`config.mk`:
```
export PLATFORM = sky130hd
export DESIGN_NAME = fp16_mul_apb_top
export DESIGN_NICKNAME = d
export VERILOG_FILES = /design/src/logic/fp16_pkg.sv /design/src/logic/wallace_mult_11x11.sv /design/src/logic/fp16_round_norm.sv /design/src/logic/fp16_mul_pipe.sv /design/src/logic/apb_fp16_regs.sv /design/src/logic/fp16_mul_apb_top.sv
export SDC_FILE = /design/constraint.sdc
export NUM_CORES = 1
export LEC_CHECK = 0
export ABC_AREA = 1
export BUFFER_PORTS_ARGS = -buffer_cell sky130_fd_sc_hd__buf_2
export CORE_ASPECT_RATIO = 2
export CORE_MARGIN = 2
export CORE_UTILIZATION = 47
export CTS_BUF_LIST = sky130_fd_sc_hd__clkbuf_4 sky130_fd_sc_hd__clkbuf_8
export CTS_CLUSTER_DIAMETER = 150
export CTS_CLUSTER_SIZE = 14
export DETAILED_ROUTE_END_ITERATION = 12
export GPL_ROUTABILITY_DRIVEN = 0
export PLACE_DENSITY = 0.75
export SLEW_MARGIN = 20
export SYNTH_ARGS = -nofsm -noshare
export SYNTH_HDL_FRONTEND = slang
export SYNTH_SLANG_ARGS = --single-unit
```
`constraint.sdc`:
```
create_clock -name clk -period 9 [get_ports clk]
set_input_delay 2.7 -clock clk [delete_from_list [all_inputs] [get_ports clk]]
set_output_delay 2.7 -clock clk [all_outputs]
set_load 0.01 [all_outputs]
```
`src/logic/fp16_pkg.sv`:
```
`default_nettype none

package fp16_pkg;

  // binary16 format
  localparam int EXP_BIAS = 15;
  localparam int EXP_MAX  = 31;
  localparam int SIG_W    = 11;
  localparam int PROD_W   = 22;

  // canonical quiet NaN
  localparam logic [15:0] QNAN = 16'h7e00;

  // register offsets
  localparam logic [3:0] ADDR_OP_A   = 4'h0;
  localparam logic [3:0] ADDR_OP_B   = 4'h4;
  localparam logic [3:0] ADDR_CTRL   = 4'h8;
  localparam logic [3:0] ADDR_RESULT = 4'hc;

  localparam int RESULT_BUSY_BIT = 31;

  typedef struct packed {
    logic       sign;
    logic [4:0] exp;
    logic [9:0] frac;
  } fp16_t;

  typedef enum logic [1:0] {
    ST_ZERO  = 2'd0,
    ST_INF   = 2'd1,
    ST_NAN   = 2'd2,
    ST_VALID = 2'd3
  } fp_status_e;

  typedef struct packed {
    logic  valid;
    fp16_t a;
    fp16_t b;
  } mul_req_t;

  typedef struct packed {
    logic       valid;
    fp16_t      result;
    fp_status_e status;
  } mul_rsp_t;

  typedef struct packed {
    logic        psel;
    logic        penable;
    logic        pwrite;
    logic [3:0]  paddr;
    logic [31:0] pwdata;
  } apb_req_t;

  typedef struct packed {
    logic [31:0] prdata;
    logic        pready;
    logic        pslverr;
  } apb_rsp_t;

endpackage

`default_nettype wire

```
`src/logic/wallace_mult_11x11.sv`:
```
`timescale 1ns/1ps
`default_nettype none

module wallace_mult_11x11 (
  input  logic [10:0] a,
  input  logic [10:0] b,
  output logic [21:0] p
);
  import fp16_pkg::*;

  localparam int COLS   = PROD_W;
  localparam int HMAX   = 12;
  // column heights go 11, 8, 5, 4, 3, 2
  localparam int STAGES = 5;

  logic [HMAX-1:0] cur [COLS];
  logic [HMAX-1:0] nxt [COLS];
  int              cur_h [COLS];
  int              nxt_h [COLS];
  logic [COLS-1:0] row0;
  logic [COLS-1:0] row1;
  logic [COLS-1:0] cy;

  always_comb begin
    for (int k = 0; k < COLS; k++) begin
      cur[k]   = '0;
      cur_h[k] = 0;
    end
    // partial product a[i]&b[j] lands in column i+j
    for (int i = 0; i < SIG_W; i++) begin
      for (int j = 0; j < SIG_W; j++) begin
        cur[i+j][cur_h[i+j]] = a[i] & b[j];
        cur_h[i+j] = cur_h[i+j] + 1;
      end
    end

    for (int s = 0; s < STAGES; s++) begin
      for (int k = 0; k < COLS; k++) begin
        nxt[k]   = '0;
        nxt_h[k] = 0;
      end
      for (int k = 0; k < COLS; k++) begin
        // 3:2 compressor on every full triple of the column
        for (int t = 0; t + 2 < HMAX; t += 3) begin
          if (t + 2 < cur_h[k]) begin
            nxt[k][nxt_h[k]] = cur[k][t] ^ cur[k][t+1] ^ cur[k][t+2];
            nxt_h[k] = nxt_h[k] + 1;
            if (k + 1 < COLS) begin
              nxt[k+1][nxt_h[k+1]] = (cur[k][t] & cur[k][t+1]) |
                                     (cur[k][t+2] & (cur[k][t] ^ cur[k][t+1]));
              nxt_h[k+1] = nxt_h[k+1] + 1;
            end
          end
        end
        // leftover pair through a 2:2, a lone bit passes
        if (cur_h[k] % 3 == 2) begin
          nxt[k][nxt_h[k]] = cur[k][cur_h[k]-2] ^ cur[k][cur_h[k]-1];
          nxt_h[k] = nxt_h[k] + 1;
          if (k + 1 < COLS) begin
            nxt[k+1][nxt_h[k+1]] = cur[k][cur_h[k]-2] & cur[k][cur_h[k]-1];
            nxt_h[k+1] = nxt_h[k+1] + 1;
          end
        end else if (cur_h[k] % 3 == 1) begin
          nxt[k][nxt_h[k]] = cur[k][cur_h[k]-1];
          nxt_h[k] = nxt_h[k] + 1;
        end
      end
      cur   = nxt;
      cur_h = nxt_h;
    end

    // at most two bits left per column
    for (int k = 0; k < COLS; k++) begin
      row0[k] = cur[k][0];
      row1[k] = cur[k][1];
    end
  end

  // final carry-propagate merge
  always_comb begin
    cy[0] = 1'b0;
    for (int k = 0; k < COLS; k++) begin
      p[k] = row0[k] ^ row1[k] ^ cy[k];
      if (k + 1 < COLS) begin
        cy[k+1] = (row0[k] & row1[k]) | (cy[k] & (row0[k] ^ row1[k]));
      end
    end
  end

endmodule

`default_nettype wire

```
`src/logic/fp16_round_norm.sv`:
```
`timescale 1ns/1ps
`default_nettype none

module fp16_round_norm (
  input  logic [21:0]       prod,
  input  logic signed [7:0] exp_sum,
  input  logic              sign,
  output fp16_pkg::fp16_t   res,
  output logic              ovf,
  output logic              unf
);
  import fp16_pkg::*;

  logic              shift;
  logic [9:0]        mant;
  logic              guard;
  logic              sticky;
  logic              round_up;
  logic [10:0]       mant_r;
  logic signed [9:0] exp_fin;

  // significand product is in [1,4), shift once when it reaches 2
  assign shift  = prod[PROD_W-1];
  assign mant   = shift ? prod[20:11] : prod[19:10];
  assign guard  = shift ? prod[10] : prod[9];
  assign sticky = shift ? |prod[9:0] : |prod[8:0];

  // ties go to the even kept value
  assign round_up = guard & (sticky | mant[0]);
  assign mant_r   = {1'b0, mant} + 11'(round_up);

  // all-ones fraction rounding up gives 1.0 at the next exponent
  assign exp_fin = 10'(exp_sum) + 10'(EXP_BIAS) + 10'(shift) + 10'(mant_r[10]);

  assign ovf = exp_fin >= EXP_MAX;
  assign unf = exp_fin <= 0;

  assign res = '{sign: sign, exp: exp_fin[4:0], frac: mant_r[9:0]};

endmodule

`default_nettype wire

```
`src/logic/fp16_mul_pipe.sv`:
```
`timescale 1ns/1ps
`default_nettype none

module fp16_mul_pipe (
  input  logic               clk,
  input  logic               rst,
  input  fp16_pkg::mul_req_t req,
  output fp16_pkg::mul_rsp_t rsp
);
  import fp16_pkg::*;

  logic              a_zero;
  logic              a_inf;
  logic              a_nan;
  logic              b_zero;
  logic              b_inf;
  logic              b_nan;
  fp_status_e        code;
  logic [SIG_W-1:0]  sig_a;
  logic [SIG_W-1:0]  sig_b;
  logic [PROD_W-1:0] prod;

  logic              s1_valid;
  logic              s1_sign;
  logic signed [7:0] s1_exp_sum;
  logic [PROD_W-1:0] s1_prod;
  fp_status_e        s1_code;

  fp16_t             rn_res;
  logic              rn_ovf;
  logic              rn_unf;
  fp16_t             res_d;
  fp_status_e        st_d;

  logic              rsp_valid;
  fp16_t             rsp_result;
  fp_status_e        rsp_status;

  // subnormals count as zero
  assign a_zero = req.a.exp == '0;
  assign b_zero = req.b.exp == '0;
  assign a_inf  = (req.a.exp == '1) && (req.a.frac == '0);
  assign b_inf  = (req.b.exp == '1) && (req.b.frac == '0);
  assign a_nan  = (req.a.exp == '1) && (req.a.frac != '0);
  assign b_nan  = (req.b.exp == '1) && (req.b.frac != '0);

  // ST_VALID here means both operands are normal
  always_comb begin
    if (a_nan || b_nan || (a_zero && b_inf) || (a_inf && b_zero)) begin
      code = ST_NAN;
    end else if (a_inf || b_inf) begin
      code = ST_INF;
    end else if (a_zero || b_zero) begin
      code = ST_ZERO;
    end else begin
      code = ST_VALID;
    end
  end

  assign sig_a = {1'b1, req.a.frac};
  assign sig_b = {1'b1, req.b.frac};

  wallace_mult_11x11 mult_i (
    .a (sig_a),
    .b (sig_b),
    .p (prod)
  );

  always_ff @(posedge clk) begin
    s1_sign    <= req.a.sign ^ req.b.sign;
    s1_exp_sum <= $signed({3'b000, req.a.exp}) + $signed({3'b000, req.b.exp}) -
                  8'(2 * EXP_BIAS);
    s1_prod    <= prod;
    s1_code    <= code;
  end

  fp16_round_norm round_i (
    .prod    (s1_prod),
    .exp_sum (s1_exp_sum),
    .sign    (s1_sign),
    .res     (rn_res),
    .ovf     (rn_ovf),
    .unf     (rn_unf)
  );

  always_comb begin
    res_d      = rn_res;
    st_d       = ST_VALID;
    case (s1_code)
      ST_NAN: begin
        res_d = fp16_t'(QNAN);
        st_d  = ST_NAN;
      end
      ST_INF: begin
        res_d = '{sign: s1_sign, exp: '1, frac: '0};
        st_d  = ST_INF;
      end
      ST_ZERO: begin
        res_d = '{sign: s1_sign, exp: '0, frac: '0};
        st_d  = ST_ZERO;
      end
      default: begin
        if (rn_ovf) begin
          res_d = '{sign: s1_sign, exp: '1, frac: '0};
          st_d  = ST_INF;
        end else if (rn_unf) begin
          res_d = '{sign: s1_sign, exp: '0, frac: '0};
          st_d  = ST_ZERO;
        end
      end
    endcase
  end

  always_ff @(posedge clk) begin
    if (rst) begin
      s1_valid  <= 1'b0;
      rsp_valid <= 1'b0;
    end else begin
      s1_valid  <= req.valid;
      rsp_valid <= s1_valid;
    end
  end

  always_ff @(posedge clk) begin
    rsp_result <= res_d;
    rsp_status <= st_d;
  end

  assign rsp = '{valid: rsp_valid, result: rsp_result, status: rsp_status};

endmodule

`default_nettype wire

```
`src/logic/apb_fp16_regs.sv`:
```
`timescale 1ns/1ps
`default_nettype none

module apb_fp16_regs (
  input  logic               clk,
  input  logic               rst,
  input  fp16_pkg::apb_req_t apb_req,
  output fp16_pkg::apb_rsp_t apb_rsp,
  output fp16_pkg::mul_req_t mul_req,
  input  fp16_pkg::mul_rsp_t mul_rsp
);
  import fp16_pkg::*;

  fp16_t       op_a;
  fp16_t       op_b;
  fp16_t       result;
  fp_status_e  status;
  logic        busy;
  logic        launch_q;

  logic        access;
  logic        is_ctrl;
  logic        is_result;
  logic        addr_hit;
  logic        stall;
  logic        done;
  logic        wr_done;
  logic        go;
  logic        err;
  logic [31:0] rdata;

  assign access    = apb_req.psel & apb_req.penable;
  assign is_ctrl   = apb_req.paddr == ADDR_CTRL;
  assign is_result = apb_req.paddr == ADDR_RESULT;
  assign addr_hit  = (apb_req.paddr == ADDR_OP_A) | (apb_req.paddr == ADDR_OP_B) |
                     is_ctrl | is_result;

  // result read waits until the in-flight product lands
  assign stall   = is_result & ~apb_req.pwrite & busy;
  assign done    = access & ~stall;
  assign wr_done = done & apb_req.pwrite;
  assign go      = wr_done & is_ctrl & apb_req.pwdata[0] & ~busy;

  assign err = ~addr_hit |
               (apb_req.pwrite & is_result) |
               (apb_req.pwrite & is_ctrl & apb_req.pwdata[0] & busy);

  always_ff @(posedge clk) begin
    if (rst) begin
      op_a     <= '0;
      op_b     <= '0;
      result   <= '0;
      status   <= ST_ZERO;
      busy     <= 1'b0;
      launch_q <= 1'b0;
    end else begin
      launch_q <= go;
      if (wr_done && apb_req.paddr == ADDR_OP_A) begin
        op_a <= fp16_t'(apb_req.pwdata[15:0]);
      end
      if (wr_done && apb_req.paddr == ADDR_OP_B) begin
        op_b <= fp16_t'(apb_req.pwdata[15:0]);
      end
      // launch is refused while busy, so set and clear never meet
      if (go) begin
        busy <= 1'b1;
      end else if (mul_rsp.valid) begin
        busy <= 1'b0;
      end
      if (mul_rsp.valid) begin
        result <= mul_rsp.result;
        status <= mul_rsp.status;
      end
    end
  end

  always_comb begin
    rdata = '0;
    case (apb_req.paddr)
      ADDR_OP_A: rdata[15:0] = op_a;
      ADDR_OP_B: rdata[15:0] = op_b;
      ADDR_RESULT: begin
        rdata[15:0]            = result;
        rdata[17:16]           = status;
        rdata[RESULT_BUSY_BIT] = busy;
      end
      default: rdata = '0;
    endcase
  end

  assign apb_rsp = '{prdata: rdata, pready: ~stall, pslverr: done & err};

  // operands cannot change before the pipe samples the pulse
  assign mul_req = '{valid: launch_q, a: op_a, b: op_b};

endmodule

`default_nettype wire

```
`src/logic/fp16_mul_apb_top.sv`:
```
`timescale 1ns/1ps
`default_nettype none

module fp16_mul_apb_top (
  input  logic               clk,
  input  logic               rst,
  input  fp16_pkg::apb_req_t apb_req,
  output fp16_pkg::apb_rsp_t apb_rsp
);
  import fp16_pkg::*;

  mul_req_t mul_req;
  mul_rsp_t mul_rsp;

  apb_fp16_regs regs_i (
    .clk     (clk),
    .rst     (rst),
    .apb_req (apb_req),
    .apb_rsp (apb_rsp),
    .mul_req (mul_req),
    .mul_rsp (mul_rsp)
  );

  // two cycles from launch pulse to response
  fp16_mul_pipe pipe_i (
    .clk (clk),
    .rst (rst),
    .req (mul_req),
    .rsp (mul_rsp)
  );

endmodule

`default_nettype wire

```
### Word-level counts from Yosys, hierarchy flattened

Index checks and enable logic that the tools add are counted.

* logic and storage cells: 767
* output and inout bits: 34
* bits of input ports: 41
* flip-flop bits (word level): 105

* bitwise gates (word level): 690
* add/subtract/negate cells: 6
* reductions and logical operators: 24
* equality and inequality tests: 7
* mux-type cells: 16
* $lt $le $gt $ge: 2

Operator list (number)
* $and A1 B1 Y1: 346
* $xor A1 B1 Y1: 238
* $or A1 B1 Y1: 101
* $pmux W16 S3: 2
* $mux W15: 2
* $logic_not A10 Y1: 2
* $reduce_bool A10 Y1: 2
* $add A10 B1 Y11: 1
* $add A10 B1 Y10: 1
* $add A9 B2 Y10: 1
* $eq A5 B5 Y1 const B: 2
* $ge A10 B6 Y1 const B: 1
* $le A10 B1 Y1 const B: 1
* $logic_not A5 Y1: 2
* $mux W10: 1
* $mux W2: 5
* $reduce_or A10 Y1: 1
* $add A8 B5 Y9 const B: 1
* $reduce_or A9 Y1: 1
* $eq A4 B4 Y1 const B: 2
* $logic_and A1 B1 Y1: 8
* $sub A8 B6 Y8 const B: 1
* $add A5 B5 Y6: 1
* $pmux W2 S3: 1
* other kinds (9): 21

### Depth between registers and ports, before layout

Gate-level depths: netlist of run 1.

* depth after elaboration: 43
* depth in mapped cells: 30
* mapped depth without buffers: 29

### By module

From an unflattened synthesis of run 1, not the netlist that was laid out.

* cells, all modules: 1233
* area, all modules: 9023.7 µm²

Modules (own cells, without submodules)
* wallace_mult_11x11: area each 3920.0 µm², seq. area each 0.0 µm², cells each 523, instances 1
* apb_fp16_regs: area each 2534.9 µm², seq. area each 1041.0 µm², cells each 387, instances 1
* fp16_mul_pipe: area each 1744.2 µm², seq. area each 1041.0 µm², cells each 177, instances 1
* fp16_round_norm: area each 824.5 µm², seq. area each 0.0 µm², cells each 146, instances 1

### Least setup slack after synthesis of run 1

OpenSTA, ideal clock, no wires.

* path kind: reg-to-reg
* from: reg regs_i.op_a (netlist bit regs_i.mul_req[16])
* to: reg pipe_i.s1_prod[20]
* setup time: 57 ps
* stages on the path, launching flop included: 30
* buffers on the path: 1
* required time: 8943 ps
* clock period less this slack: 7347 ps
* slack: 1653 ps
* arrival time: 7290 ps
* cells stage by stage: dfxtp_1 > clkbuf_1 > nand2_1 > fa_1 > inv_1 > fa_1 > inv_1 > fa_1 > inv_1 > ha_1 > ha_1 > ha_1 > fa_1 > fa_1 > fa_1 > inv_1 > fa_1 > inv_1 > fa_1 > fa_1 > fa_1 > fa_1 > inv_1 > fa_1 > fa_1 > fa_1 > fa_1 > fa_1 > fa_1 > inv_1

* longest elaborated chain between the ends: 41
* elaborated cells on any way between the ends: 280
* those cells by class: 280 x bitwise

RTL lines
* from (decl): RTL line apb_fp16_regs.sv:14 `fp16_t op_a;`
* from (signal assigned): RTL line apb_fp16_regs.sv:59 `op_a <= fp16_t'(apb_req.pwdata[15:0]);`
* $and A1 B1 Y1: RTL line wallace_mult_11x11.sv:32 `cur[i+j][cur_h[i+j]] = a[i] & b[j];`
* $xor A1 B1 Y1: RTL line wallace_mult_11x11.sv:46, wallace_mult_11x11.sv:50
* $and A1 B1 Y1: RTL line wallace_mult_11x11.sv:50 `(cur[k][t+2] & (cur[k][t] ^ cur[k][t+1]));`
* $or A1 B1 Y1: RTL line wallace_mult_11x11.sv:49 `nxt[k+1][nxt_h[k+1]] = (cur[k][t] & cur[k][t+1]) |`
* $xor A1 B1 Y1: RTL line wallace_mult_11x11.sv:46, wallace_mult_11x11.sv:50
* $and A1 B1 Y1: RTL line wallace_mult_11x11.sv:50
* $or A1 B1 Y1: RTL line wallace_mult_11x11.sv:49
* $xor A1 B1 Y1: RTL line wallace_mult_11x11.sv:46, wallace_mult_11x11.sv:50
* [26 not listed]
* $and A1 B1 Y1 (*): RTL line wallace_mult_11x11.sv:85 `cy[k+1] = (row0[k] & row1[k]) | (cy[k] & (row0[k] ^ row1[k]));`
* $or A1 B1 Y1 (*): RTL line wallace_mult_11x11.sv:85
* $and A1 B1 Y1 (*): RTL line wallace_mult_11x11.sv:85
* $or A1 B1 Y1 (*): RTL line wallace_mult_11x11.sv:85
* $and A1 B1 Y1 (*): RTL line wallace_mult_11x11.sv:85
* $or A1 B1 Y1 (*): RTL line wallace_mult_11x11.sv:85
* $xor A1 B1 Y1 (*): RTL line wallace_mult_11x11.sv:83 `p[k] = row0[k] ^ row1[k] ^ cy[k];`
* named net pipe_i.mult_i.p[20]: RTL line wallace_mult_11x11.sv:7 `output logic [21:0] p`
* to (signal assigned): RTL line fp16_mul_pipe.sv:73 `s1_prod <= prod;`
* to (decl): RTL line fp16_mul_pipe.sv:26 `logic [PROD_W-1:0] s1_prod;`

Mark *: on every way through the listed nets, which the timed path passes. The rest lies on a longest branch.
A chain may end at the register's enable or synchronous reset.

### Worst setup path after layout of run 1

* from: reg regs_i.op_b (netlist bit regs_i.mul_req[4])
* to: reg pipe_i.s1_prod[20]

* longest elaborated chain between the ends: 41
* elaborated cells on any way between the ends: 332
* those cells by class: 332 x bitwise

RTL lines
* from (decl): RTL line apb_fp16_regs.sv:15 `fp16_t op_b;`
* from (signal assigned): RTL line apb_fp16_regs.sv:62 `op_b <= fp16_t'(apb_req.pwdata[15:0]);`
* $and A1 B1 Y1: RTL line wallace_mult_11x11.sv:32
* $xor A1 B1 Y1: RTL line wallace_mult_11x11.sv:46, wallace_mult_11x11.sv:50
* $and A1 B1 Y1: RTL line wallace_mult_11x11.sv:50
* $or A1 B1 Y1: RTL line wallace_mult_11x11.sv:49
* $xor A1 B1 Y1: RTL line wallace_mult_11x11.sv:46, wallace_mult_11x11.sv:50
* $and A1 B1 Y1: RTL line wallace_mult_11x11.sv:50
* $or A1 B1 Y1: RTL line wallace_mult_11x11.sv:49
* $xor A1 B1 Y1: RTL line wallace_mult_11x11.sv:46, wallace_mult_11x11.sv:50
* [26 not listed]
* $and A1 B1 Y1: RTL line wallace_mult_11x11.sv:85
* $or A1 B1 Y1: RTL line wallace_mult_11x11.sv:85
* $and A1 B1 Y1: RTL line wallace_mult_11x11.sv:85
* $or A1 B1 Y1 (*): RTL line wallace_mult_11x11.sv:85
* $and A1 B1 Y1 (*): RTL line wallace_mult_11x11.sv:85
* $or A1 B1 Y1 (*): RTL line wallace_mult_11x11.sv:85
* $xor A1 B1 Y1 (*): RTL line wallace_mult_11x11.sv:83
* named net pipe_i.mult_i.p[20]: RTL line wallace_mult_11x11.sv:7

Marked as above.

==> flow_metrics.tcl, run 1 <==
set metrics [dict create \
    worstSetupPathType "reg -> reg" \
    cp-end-kind "flip-flop" \
    cts.sinks 105 \
    required_ps 9320 \
    die-area_um2 18900 \
    setup_viol 0 \
    cp_common_cell "fa_1" \
    total_leakage_power_nw 4.83 \
    first_pass_iters 4 \
    nFillCells 1694 \
    place_hpwl_mm 13.7 \
    grtUsageTotal_pct 19.8 \
    drv_cap 0 \
    clock_path_buffers 2 \
    slowest_delay_ps 710 \
    placed_cell_area_um2 8680 \
    fmax_mhz 130 \
    htree_levels 3 \
    postRouteAntennaNets 0 \
    fp.dieW_um 98.3 \
    tns_ps 0 \
    arrival_ps 8030 \
    final_area_um2 8860 \
    ys_seq_area_share_pct 25.1 \
    irDropWorstVdd_mv 0.0663 \
    drc 0 \
    post_cts_buffers 0 \
    synth.distinct_cells 37 \
    post_cts_resize_count 0 \
    start_util_pct 47.5 \
    hold_class "reg -> reg" \
    viasPerCell 4.99 \
    rows 69 \
    regArea_um2 2100 \
    synth-seq-cells 105 \
    maxSlewViolCount 0 \
    insertion_delay_ps 370 \
    p_per_area_nw_per_um2 88.0 \
    avgSynthCellArea_um2 7.82 \
    layout_common_cells "inv_1, nand2_1, dfxtp_1, fa_1, nor2_1" \
    io_pins 75 \
    crit_fanout 12 \
    grt_overflow 0 \
    finalCriticalPeriod_ps 7710 \
    drt-total-wl_mm 17.9 \
    layout.nets 1287 \
    num_vias 6528 \
    antenna_found_initial 0 \
    final.setup_skew_ps 6.98 \
    drive_gt1_share_pct 8.49 \
    clk_pin_slew_ps 100 \
    drt_iter0_drc 334 \
    timing.slew.headroom_pct 56.5 \
    cts_made_buffers 9 \
    dp_cells 1292 \
    coreArea_um2 17600 \
    period_share_pct 85.7 \
    cts_tree "done" \
    grt_max_degree 53 \
    grt_pass1_wl_mm 30.4 \
    die_h_um 193 \
    root_buffer "clkbuf_8" \
    hold_ws_ps 410 \
    grt_pass1_vias 6685 \
    io_buffers 45 \
    status "finished, final reports clean" \
    area_delta_synth_final_pct 5.93 \
    rsz0062_at_grt "no" \
    synthCells 1069 \
    multi_input_area_um2 4950 \
    worst_pin_slew_ps 652 \
    crit_path_start_kind "flip-flop" \
    n_antenna_cell 0 \
    cts_hold_buffers 0 \
    yosysWarnings 0 \
    avgRoutedWirePerCell_um 13.7 \
    hold_viol_final 0 \
    final_common_cell "inv_1" \
    stdcell_count 1308 \
    synth_area_um2 8360 \
    slowest_stage "dfxtp_1" \
]
-- where the power goes --
group          internal [mW]  switching (mW)  total, mW  leakage, nW
Clock                  0.110           0.157      0.268       0.0925
Sequential             0.467         0.00381      0.471        0.846
Combinational         0.0138          0.0270     0.0408         3.89
-- cell type report --
class                   instances  share of cell area (%)
clock buffers                  11                    1.64
multi-input cells             631                    55.9
flip-flops and latches        105                    23.7
repair buffers                 50                    2.97
clock inverters                 5                   0.353
well taps                     213                    3.01
inverters                     293                    12.4
-- worst paths after layout --
kind                                        start            endpoint  slack (ps)  cells after the start
worst max-delay path            regs_i.mul_req[4]  pipe_i.s1_prod[20]        1290                     28
worst min-delay path              regs_i.launch_q     pipe_i.s1_valid         410                      2
worst max register to register  regs_i.mul_req[4]  pipe_i.s1_prod[20]        1290                     28
worst min register to register    regs_i.launch_q     pipe_i.s1_valid         410                      2
-- metal layers --
layer | vias to the layer above | global-route usage [%] | share of wire (%)
li1 | 3175 | - | -
met1 | 3143 | 24.8 | 42
met2 | 183 | 35.7 | 52
met3 | 27 | 2.21 | 5.1
met4 | 0 | 5.80 | 1.8
met5 | - | 0 | 0
-- cell families (layout without fill, tap and decap cells) --
family / after synthesis / in the layout / share of synthesized area, %
AO/OA/AOI/OAI: 122 / 122 / 8.40
XOR/XNOR: 18 / 18 / 1.89
adder cells (fa/ha/maj): 156 / 156 / 32.1
buffers and inverters: 345 / 359 / 16.2
flip-flops: 105 / 105 / 25.1
other: 1 / 13 / 0.0449
AND/OR/NAND/NOR: 322 / 322 / 16.2
-- per-stage QoR --
stage | power, mW | worst slack, ps | util [%]
after floorplan | 0.511 | 1650 | -
after global placement | 0.521 | 1400 | 49.3
after detailed placement | 0.522 | 1250 | 49.3
after CTS | 0.782 | 1260 | 50.3
after global routing | 0.806 | 978 | 50.3
final | 0.779 | 1290 | 50.3
-- worst max-delay path: cells and delay by family, from the launching register on --
family | cells | cell delay [ps]
buffers and inverters | 7 | 400
adder cells (fa/ha/maj) | 20 | 6420
AND/OR/NAND/NOR | 1 | 150
flip-flops | 1 | 710
-- cells in the mapped netlist, drive strengths merged --
cell type / count / area share, %
o31a: 1 / 0.10
dfxtp: 105 / 25
and3: 1 / 0.075
ha: 58 / 8.7
nand2: 203 / 9.3
o21bai: 1 / 0.090
conb: 1 / 0.045
a31o: 1 / 0.10
a21oi: 36 / 2.2
nor4: 1 / 0.075
clkbuf: 37 / 1.7
inv: 293 / 13
xnor2: 5 / 0.52
a22o: 1 / 0.10
nand3: 20 / 1.3
buf: 15 / 1.4
or2: 4 / 0.33
o21ai: 66 / 4.2
a21o: 1 / 0.090
nand3b: 2 / 0.18
xor2: 13 / 1.4
o221ai: 15 / 1.6
nor2: 70 / 3.3
fa: 98 / 23
nand4: 8 / 0.60
nor3: 13 / 0.96
-- flip-flops by register name, summed over array words and instances (netlist names) --
name	count
pipe_i.rsp	16
pipe_i.rsp_status	2
pipe_i.rsp_valid	1
pipe_i.s1_code	2
pipe_i.s1_exp_sum	8
pipe_i.s1_prod	22
pipe_i.s1_sign	1
pipe_i.s1_valid	1
regs_i.busy	1
regs_i.launch_q	1
regs_i.mul_req	32
regs_i.result	16
regs_i.status	2
Power figures use the tool's default switching activity.
==> run 2, diff against run 1 <==
- HOLD_SLACK_MARGIN: not set -> 0.12
- SETUP_SLACK_MARGIN: not set -> 0.3
- clock period: 9 -> 7.6 ns (I/O delays scaled with it)
==> run 2 against run 1 <==
Against the previous run: clock skew rose by 9.1 ps; first-iteration DRC count fell by 12%; routed wire length rose by 3.8%; critical path depth did not move; combinational power rose by 31%; final cell count rose by 1.9%; hold slack got worse by 1.7 ps; sequential power rose by 18%; final area rose by 3.5%; worst setup slack got worse by 800 ps.
==> flow_metrics.tcl, run 2 (synthesis results as in run 1) <==
set metrics [dict create \
    final_common_cell "inv_1" \
    crit_fanout 2 \
    setup_viol 0 \
    place_hpwl_mm 14.7 \
    cts_tree "done" \
    finalCriticalPeriod_ps 7110 \
    coreArea_um2 17600 \
    clk_pin_slew_ps 110 \
    grt_pass1_vias 6743 \
    die-area_um2 18900 \
    critical-path-top-delay-family "adder cells" \
    grt_max_degree 53 \
    p_per_area_nw_per_um2 102 \
    root_buffer "clkbuf_8" \
    antenna_found_initial 0 \
    cts_made_buffers 9 \
    n_antenna_cell 0 \
    cp-end-kind "flip-flop" \
    rows 69 \
    layout_common_cells "inv_1, nand2_1, dfxtp_1, fa_1, nor2_1" \
    grt_pass1_wl_mm 31.4 \
    cts_hold_buffers 0 \
    area_delta_synth_final_pct 9.61 \
    period_share_pct 93.6 \
    critPathBufInv 6 \
    maxSlewViolCount 0 \
    io_buffers 45 \
    required_ps 7870 \
    grt_overflow 0 \
    drv_cap 0 \
    hold_viol_final 0 \
    finalPower_mw 0.938 \
    io_pins 75 \
    grtUsageTotal_pct 20.4 \
    timing.slew.headroom_pct 54.8 \
    tns_ps 0 \
    htree_levels 3 \
    drive_gt1_share_pct 13.8 \
    postRouteAntennaNets 0 \
    slowest_delay_ps 520 \
    hold_class "reg -> reg" \
    first_pass_iters 5 \
    avgRoutedWirePerCell_um 13.9 \
    cts.sinks 105 \
    arrival_ps 7380 \
    cp_common_cell "fa_2" \
    slowest_stage "fa_1" \
    status "finished, final reports clean" \
    clock_path_buffers 2 \
    crit_path_start_kind "flip-flop" \
    fp.dieW_um 98.3 \
    start_util_pct 47.5 \
    insertion_delay_ps 370 \
    drt_iter0_drc 293 \
    worst_pin_slew_ps 678 \
    total_leakage_power_nw 4.95 \
    worstSetupPathType "reg -> reg" \
    final.setup_skew_ps 16.1 \
    layout.nets 1312 \
    nFillCells 1692 \
    rsz0062_at_grt "yes" \
    die_h_um 193 \
    fmax_mhz 141 \
    viasPerCell 4.94 \
    num_vias 6587 \
    largest_reg_flops 32 \
    drc 0 \
    irDropWorstVdd_mv 0.0982 \
    drt-total-wl_mm 18.6 \
]
-- run 2: timing repair --
action	CTS	global route
resized for setup	23	18
endpoints found under the setup margin	3	3
setup buffers	1	2
pin swaps	3	3
-- run 2: path summary, 6_finish.rpt --
| kind | startpoint | endpoint | slack [ps] | depth (start not counted) |
|---|---|---|---|---|
| worst max-delay path | regs_i.mul_req[7] | pipe_i.s1_prod[21] | 490 | 28 |
| worst min-delay path | regs_i.launch_q | pipe_i.s1_valid | 410 | 2 |
| worst min register to register | regs_i.launch_q | pipe_i.s1_valid | 410 | 2 |
| worst max register to register | regs_i.mul_req[7] | pipe_i.s1_prod[21] | 490 | 28 |
-- run 2: final cells by class --
cell class	instances	area [um^2]	share of cell area [%]
inverter	293	1100	12.0
clock buffer	11	151	1.65
clock inverter	5	38.8	0.423
timing repair buffer	75	450	4.92
tap	213	267	2.91
sequential	105	2130	23.2
multi-input combinational	631	5030	54.9
-- run 2: routing by layer --
layer | vias up | GRT usage (%) | wire length, um | part of all wire (%)
met4 | 0 | 4.95 | 235 | 1.3
met3 | 19 | 2.28 | 1070 | 5.8
met1 | 3153 | 26.3 | 7750 | 42
li1 | 3226 | - | - | -
met2 | 189 | 36.4 | 9500 | 51
met5 | - | 0 | 0 | 0
-- run 2: per-stage QoR --
step / instance area, um^2 / worst slack, ps / hold WS (ps) / cells / utilization (%)
floorplan: 8410 / 325 / 388 / 1081 / -
global placement: 8840 / 121 / 394 / 1314 / 50.2
detailed placement: 8840 / 33.4 / 397 / 1314 / 50.2
CTS: 9090 / 336 / 411 / 1331 / 51.6
global route: 9160 / 241 / 441 / 1333 / 52.0
finish: 9160 / 486 / 408 / 1333 / 52.0
-- run 2: power breakdown --
| part | internal, mW | switching (mW) | total, mW |
|---|---|---|---|
| sequential | 0.551 | 0.00260 | 0.554 |
| combinational | 0.0177 | 0.0356 | 0.0533 |
| clock | 0.139 | 0.192 | 0.331 |
| total | 0.708 | 0.230 | 0.938 |
-- run 2: worst register-to-register path: cells and delay by family, from the launching register on --
| family | cells | cell delay, ps |
|---|---|---|
| xor gates and xnor gates | 2 | 260 |
| buffers and inverters | 6 | 260 |
| and+or+nand+nor | 1 | 80 |
| adders and majority gates | 19 | 6090 |
| DFF | 1 | 350 |
